--- config.mk ---
export PLATFORM = sky130hd
export DESIGN_NAME = color_bar_gen
export DESIGN_NICKNAME = d
export VERILOG_FILES = /design/src/common/pattern_geom_pkg.sv /design/src/common/pattern_color_pkg.sv /design/src/common/pixel_scan_if.sv /design/src/design/band_painter.sv /design/src/design/color_bar_gen.sv /design/src/design/framebuffer_writer.sv /design/src/design/pixel_scanner.sv
export SDC_FILE = /design/constraint.sdc
export NUM_CORES = 1
export LEC_CHECK = 0
export BUFFER_PORTS_ARGS = -buffer_cell sky130_fd_sc_hd__buf_2
export CORE_MARGIN = 8
export CORE_UTILIZATION = 40
export CTS_CLUSTER_SIZE = 8
export DETAILED_ROUTE_END_ITERATION = 8
export PLACE_DENSITY = 0.65
export SLEW_MARGIN = 20
export SYNTH_ARGS = -nofsm -noshare
export SYNTH_HDL_FRONTEND = slang
export SYNTH_SLANG_ARGS = --single-unit
--- constraint.sdc ---
create_clock -name clk -period 7.4 [get_ports clk]
set_clock_uncertainty 0.05 [all_clocks]
set_input_delay 1.11 -clock clk [delete_from_list [all_inputs] [get_ports clk]]
set_output_delay 1.11 -clock clk [all_outputs]
set_load 0.01 [all_outputs]
--- src/common/pattern_geom_pkg.sv ---
package pattern_geom_pkg;

	// frame size in pixels
	localparam int img_width  = 320;
	localparam int img_height = 240;

	// every band is split into equal bars across the line
	localparam int bar_width     = 40;
	localparam int sub_bar_width = 10;
	localparam int num_bars      = 8;

	localparam int num_bands = 3;

	// one write per pixel
	localparam int pixel_count = img_width * img_height;

	// 18 bits covers a full frame from any base in the buffer
	typedef logic [17:0] addr_t;

	// row and column share one width, 9 bits holds 0..319
	typedef logic [8:0] coord_t;

	// a band runs up to the next band's first row, the last one to img_height
	localparam coord_t band_first_row [num_bands] = '{
		9'd0,
		9'd120,
		9'd180
	};

endpackage

--- src/common/pattern_color_pkg.sv ---
package pattern_color_pkg;

	import pattern_geom_pkg::*;

	typedef logic [31:0] color_t;

	// word layout follows the frame buffer's packing, not plain rgb
	localparam color_t light_gray  = 32'hc000c0c0;
	localparam color_t yellow      = 32'h0000c0c0;
	localparam color_t light_blue  = 32'hc000c000;
	localparam color_t green       = 32'h0000c000;
	localparam color_t purple      = 32'hc00000c0;
	localparam color_t red         = 32'h000000c0;
	localparam color_t blue        = 32'hc0000000;
	localparam color_t gray        = 32'h13001313;
	localparam color_t dark_blue   = 32'h4c002100;
	localparam color_t white       = 32'hff00ffff;
	localparam color_t dark_purple = 32'h6a000032;
	localparam color_t mid_gray1   = 32'h09000909;
	localparam color_t mid_gray2   = 32'h1d001d1d;

	// indexed [band][bar], bar 0 on the left
	localparam color_t band_colors [num_bands][num_bars] = '{
		'{light_gray, yellow, light_blue, green, purple, red, blue, white},
		'{blue, gray, purple, gray, light_blue, gray, light_gray, gray},
		// bar 4 here is replaced by the sub-bars below
		'{dark_blue, white, dark_purple, gray, mid_gray1, gray, light_gray, gray}
	};

	typedef struct packed {
		logic                        valid;
		logic [$clog2(num_bars)-1:0] bar;
	} split_t;

	// only the bottom band has a split bar
	localparam split_t split_bar [num_bands] = '{
		'{valid: 1'b0, bar: '0},
		'{valid: 1'b0, bar: '0},
		'{valid: 1'b1, bar: 3'd4}
	};

	// narrow bars, left to right
	localparam color_t sub_bar_colors [bar_width / sub_bar_width] = '{
		mid_gray1, gray, mid_gray2, mid_gray1
	};

endpackage

--- src/common/pixel_scan_if.sv ---
`timescale 1ns/1ps

interface pixel_scan_if import pattern_geom_pkg::*; ();

	// position of the pixel being emitted
	coord_t row;
	coord_t col;

	// frame-buffer word for that pixel
	addr_t  pix_addr;

	// one cycle per pixel, no back-pressure
	logic   pix_valid;

	modport source (
		output row,
		output col,
		output pix_addr,
		output pix_valid
	);

	modport painter (
		input row,
		input col
	);

	modport sink (
		input pix_addr,
		input pix_valid
	);

endinterface

--- src/design/band_painter.sv ---
`timescale 1ns/1ps

module band_painter
	import pattern_geom_pkg::*;
	import pattern_color_pkg::*;
#(
	parameter int band_index = 0
) (
	pixel_scan_if.painter scan,
	output logic          hit,
	output color_t        color
);

	// row just past this band
	function automatic int band_end(int b);
		if (b + 1 < num_bands)
			return band_first_row[b + 1];
		return img_height;
	endfunction

	localparam int first_row = band_first_row[band_index];
	localparam int end_row   = band_end(band_index);

	logic [$clog2(num_bars)-1:0]                    bar_idx;
	coord_t                                         bar_offset;
	logic [$clog2(bar_width / sub_bar_width)-1:0]   sub_idx;
	logic                                           in_split;

	assign hit = scan.row >= coord_t'(first_row) && scan.row < coord_t'(end_row);

	assign bar_idx    = ($clog2(num_bars))'(scan.col / bar_width);
	assign bar_offset = scan.col - coord_t'(bar_idx * bar_width);
	assign sub_idx    = ($clog2(bar_width / sub_bar_width))'(bar_offset / sub_bar_width);

	assign in_split = split_bar[band_index].valid && bar_idx == split_bar[band_index].bar;

	always_comb begin
		color = band_colors[band_index][bar_idx];
		// narrow bars override the table entry
		if (in_split)
			color = sub_bar_colors[sub_idx];
	end

endmodule

--- src/design/color_bar_gen.sv ---
`timescale 1ns/1ps

module color_bar_gen
	import pattern_geom_pkg::*;
	import pattern_color_pkg::*;
(
	input  logic   clk,
	input  logic   arst_n,
	input  logic   enable,
	input  logic   pause,
	input  addr_t  start_addr,
	output color_t data_write,
	output addr_t  addr,
	output logic   wren,
	output logic   done
);

	pixel_scan_if scan_if ();

	logic [num_bands-1:0] band_hit;
	color_t               band_color [num_bands];

	pixel_scanner scanner_i (
		.clk        (clk),
		.arst_n     (arst_n),
		.enable     (enable),
		.pause      (pause),
		.start_addr (start_addr),
		.scan       (scan_if.source),
		.done       (done)
	);

	// one painter per band, all looking at the same pixel
	for (genvar g = 0; g < num_bands; g++) begin : gen_band
		band_painter #(
			.band_index (g)
		) painter_i (
			.scan  (scan_if.painter),
			.hit   (band_hit[g]),
			.color (band_color[g])
		);
	end

	framebuffer_writer writer_i (
		.clk        (clk),
		.arst_n     (arst_n),
		.scan       (scan_if.sink),
		.band_hit   (band_hit),
		.band_color (band_color),
		.data_write (data_write),
		.addr       (addr),
		.wren       (wren)
	);

endmodule

--- src/design/framebuffer_writer.sv ---
`timescale 1ns/1ps

module framebuffer_writer
	import pattern_geom_pkg::*;
	import pattern_color_pkg::*;
(
	input  logic                 clk,
	input  logic                 arst_n,
	pixel_scan_if.sink           scan,
	input  logic [num_bands-1:0] band_hit,
	input  color_t               band_color [num_bands],
	output color_t               data_write,
	output addr_t                addr,
	output logic                 wren
);

	color_t pick;

	// bands do not overlap, so at most one hit is set
	always_comb begin
		pick = '0;
		for (int b = 0; b < num_bands; b++) begin
			if (band_hit[b])
				pick = band_color[b];
		end
	end

	always_ff @(posedge clk or negedge arst_n) begin
		if (!arst_n) begin
			wren       <= 1'b0;
			data_write <= '0;
			addr       <= '0;
		end else begin
			wren <= scan.pix_valid;
			// data and address hold between writes
			if (scan.pix_valid) begin
				data_write <= pick;
				addr       <= scan.pix_addr;
			end
		end
	end

endmodule

--- src/design/pixel_scanner.sv ---
`timescale 1ns/1ps

module pixel_scanner import pattern_geom_pkg::*; (
	input  logic              clk,
	input  logic              arst_n,
	input  logic              enable,
	input  logic              pause,
	input  addr_t             start_addr,
	pixel_scan_if.source      scan,
	output logic              done
);

	typedef enum logic [1:0] {
		st_idle,
		st_painting,
		st_finished
	} state_t;

	state_t state;

	// high in the half of the pixel slot where the strobe goes out
	logic phase;
	logic last_pixel;
	logic last_col;

	assign last_col   = scan.col == coord_t'(img_width - 1);
	assign last_pixel = last_col && scan.row == coord_t'(img_height - 1);

	// a paused cycle never carries a pixel, the strobe waits for the next free cycle
	assign scan.pix_valid = phase && !pause;

	always_ff @(posedge clk or negedge arst_n) begin
		if (!arst_n) begin
			state         <= st_idle;
			phase         <= 1'b0;
			done          <= 1'b0;
			scan.row      <= '0;
			scan.col      <= '0;
			scan.pix_addr <= '0;
		end else begin
			case (state)
				st_idle: begin
					if (enable && !pause) begin
						state         <= st_painting;
						phase         <= 1'b0;
						scan.row      <= '0;
						scan.col      <= '0;
						scan.pix_addr <= start_addr;
					end
				end
				st_painting: begin
					if (!pause) begin
						phase <= !phase;
						// pixel leaves this cycle, step to the next one
						if (phase) begin
							scan.pix_addr <= scan.pix_addr + addr_t'(1);
							if (last_col) begin
								scan.col <= '0;
								scan.row <= scan.row + coord_t'(1);
							end else begin
								scan.col <= scan.col + coord_t'(1);
							end
							// done lands together with the final write
							if (last_pixel) begin
								state <= st_finished;
								done  <= 1'b1;
							end
						end
					end
				end
				st_finished: begin
					if (!enable) begin
						state <= st_idle;
						done  <= 1'b0;
					end
				end
				default: begin
					state <= st_idle;
				end
			endcase
		end
	end

endmodule

==> out/qor.yml <==
run_status:
  status: "complete, no violations"
timing:
  maxSlewHeadroom: 0.2732
  drv_slew: 0
  setup_viol: 0
  post-route-min-period_ns: 7.136
  hold_viol: 0
  max_freq_ghz: 0.1401
  worst_slew_pin_slew_ns: 1.090
  min_period_over_period: 0.9643
die:
  dieWidth_um: 134.3
  core-area_um2: 13770
  fp.dieH_um: 134.3
  ioPinCount: 74
  rows: 43
  start_util: 0.4062
  die-area_um2: 18030
setup_path:
  crit_type: "reg -> reg"
  required_ns: 7.59
  critPathSlowestCell: "o31ai_4"
  critPathTopFamily: "compound AO/OA/AOI/OAI gates"
  cp-start-kind: "register"
  critPathBufInv: 3
  endpoint_kind: "register"
  ff2ff_path_depth: 34
  path_max_fanout: 10
  critical_path_arrival_ns: 7.33
  critPathMaxStageDelay_ns: 0.43
  cp.depth: 34
grt:
  grt_util_met2: 0.2601
  grt_usage: 0.1580
  grt_pass1_wl_um: 24090
  grt_pass1_vias: 4905
  gr-usage-met1: 0.2092
  grt_max_degree: 76
  grt_remaining_overflow: 0
  globalRoute.busiestLayer: "met2"
  grt_antenna_before_repair: 0
  use_met3: 0.03029
clocking:
  insertion_delay_ns: 0.34
  cts_tree: "done"
  cts.htree.levels: 3
  cts-root-buf: "clkbuf_16"
  clock_path_buffers: 2
  cts_buffers: 9
  cts_hold_buf: 0
  cts_num_sinks: 75
  clkTransAtPathRegs_ns: 0.06
yosys:
  synthFlopType: "dfrtp_1"
  synth_compound_area_frac: 0.2494
  synthCells: 692
  synth_top_family_by_area: "compound AO/OA/AOI/OAI gates"
  ys_warn_count: 0
  synth_adder_area_share: 0.05949
  ys_seq_elements: 75
  synth_top_area_frac: 0.3355
  synth_edf_count: 0
  syn_area_per_cell_um2: 8.084
  synth-simple-area-share: 0.2404
  async_flop_share: 1.000
  yosys-top-cells-area: "dfrtp_1 34%, nand2_1 7.1%, ha_1 5.6%"
  synth_cell_types: 89
  synthXorXnorAreaFrac: 0.04384
  synth.cell_area_um2: 5594
  synth_top_area_cell: "dfrtp_1"
  synth_mux_area_frac: 0.006263
  seq_area_frac_synth: 0.3355
placement:
  routabilityCongestion: 0.9393
  numPortBuffers: 65
  hpwlAfterDp_um: 10590
detailed_routing:
  drt-initial-drc-count: 586
  drc: 0
  wl_per_cell_um: 16.06
  viasPerCell: 5.638
  wl_um: 15180
  vias: 5328
  ant_nets: 0
  dr.pass1.iters: 5
job:
  maxCapViolations: 0
final_layout:
  layout_common_cells: "104 x nand2_1, 75 x dfrtp_1, 68 x nor2_1, 64 x buf_2, 51 x a21oi_1"
  fin_nets: 808
  syn_to_final_growth_pct: 19.46
  drive_above_1_share: 0.2379
  layout_commonest_cell: "nand2_1"
  post-route-util: 0.4852
  diodes: 0
hold_path:
  whs_path_depth: 2
  hold_path.class: "reg -> reg"
[tightest hold or removal path, cell delays in order, from the launching register on]
cell and delay (ns):
dfrtp_1 0.34, nand2_1 0.05, nand2_1 0.06
[registers in the layout, indices dropped and copies added, names as in the netlist, 2 cells and up]
name and count:
scanner_i.scan.row 9, writer_i.addr 18, writer_i.data_write 16, scanner_i.scan.pix_addr 18
scanner_i.state 2, scanner_i.scan.col 9
[through the flow]
| step | hold slack [ns] | setup TNS, ns | instances | setup WS, ns | area, um^2 |
|---|---|---|---|---|---|
| final | 0.4290 | 0 | 945 | 0.2639 | 6683 |
| after global routing | 0.4600 | -0.3276 | 945 | -0.09643 | 6683 |
| after CTS | 0.4319 | 0 | 929 | 0.007372 | 6405 |
| after detailed placement | 0.4112 | -0.1696 | 912 | -0.06791 | 6077 |
| after global placement | 0.4028 | 0 | 912 | 0.005951 | 6077 |
| after floorplan | 0.4112 | 0 | 699 | 0.01376 | 5653 |
[path summary, 6_finish.rpt]
| path | start | slack, ns | endpoint |
|---|---|---|---|
| hold / removal | writer_i.addr[7]$_DFFE_PN0P_ | 0.43 | writer_i.addr[7]$_DFFE_PN0P_ |
| hold reg to reg | writer_i.addr[7]$_DFFE_PN0P_ | 0.43 | writer_i.addr[7]$_DFFE_PN0P_ |
| max in group asynchronous | arst_n | 5.79 | scanner_i.state[0]$_DFFE_PN0P_ |
| setup reg to reg | scanner_i.scan.col[7]$_DFFE_PN0P_ | 0.26 | writer_i.data_write[4]$_DFFE_PN0P_ |
| setup / recovery | scanner_i.scan.col[7]$_DFFE_PN0P_ | 0.26 | writer_i.data_write[4]$_DFFE_PN0P_ |
| min in group asynchronous | arst_n | 0.86 | writer_i.data_write[26]$_DFFE_PN0P_ |
[cells in the mapped netlist (all sizes together) (5+ instances only)]
master  instances
o211ai          7
nor2b           8
a31oi           7
dfrtp          75
xor2            9
a221oi          6
nand4           7
nor3            8
inv            27
clkbuf         25
nand3          32
ha             25
o21ai          53
or2             5
o31ai           8
buf            23
a21oi          53
xnor2          13
and2            6
and3           12
nand2         106
o22ai          17
nor2           70
nand2b         13
a21o            5
[layer usage]
layer	share of wire	wire length [um]
met1	0.45	6900
met2	0.49	7429
met3	0.043	654
met4	0.013	197
met5	0	0
[logic make-up (layout without fill, tap and decap cells)]
group	Yosys count	after routing
muxes	3	3
xor gates and xnor gates	22	22
other	1	8
and+or+nand+nor	286	286
DFF	75	75
AOI/OAI and AO/OA	202	202
buffers and inverters	77	143
adders and majority gates	26	26
[repair_timing]
item	4_1_cts	5_1_grt
pin swaps	1	25
endpoints found under the setup margin	5	8
gates resized for setup	3	35
setup buffers	1	16
[final cells by class]
type | count | area (um^2)
Clock buffer | 12 | 266.5
Tap cell | 180 | 225.2
Multi-Input combinational cell | 547 | 3590
Fill cell | 1342 | 7091
Timing Repair Buffer | 98 | 579.3
Inverter | 29 | 113.9
Clock inverter | 4 | 31.28
Sequential cell | 75 | 1877
Power is not shown: default switching activity piles up to over one toggle a cycle in this logic, so the estimate is an artifact.
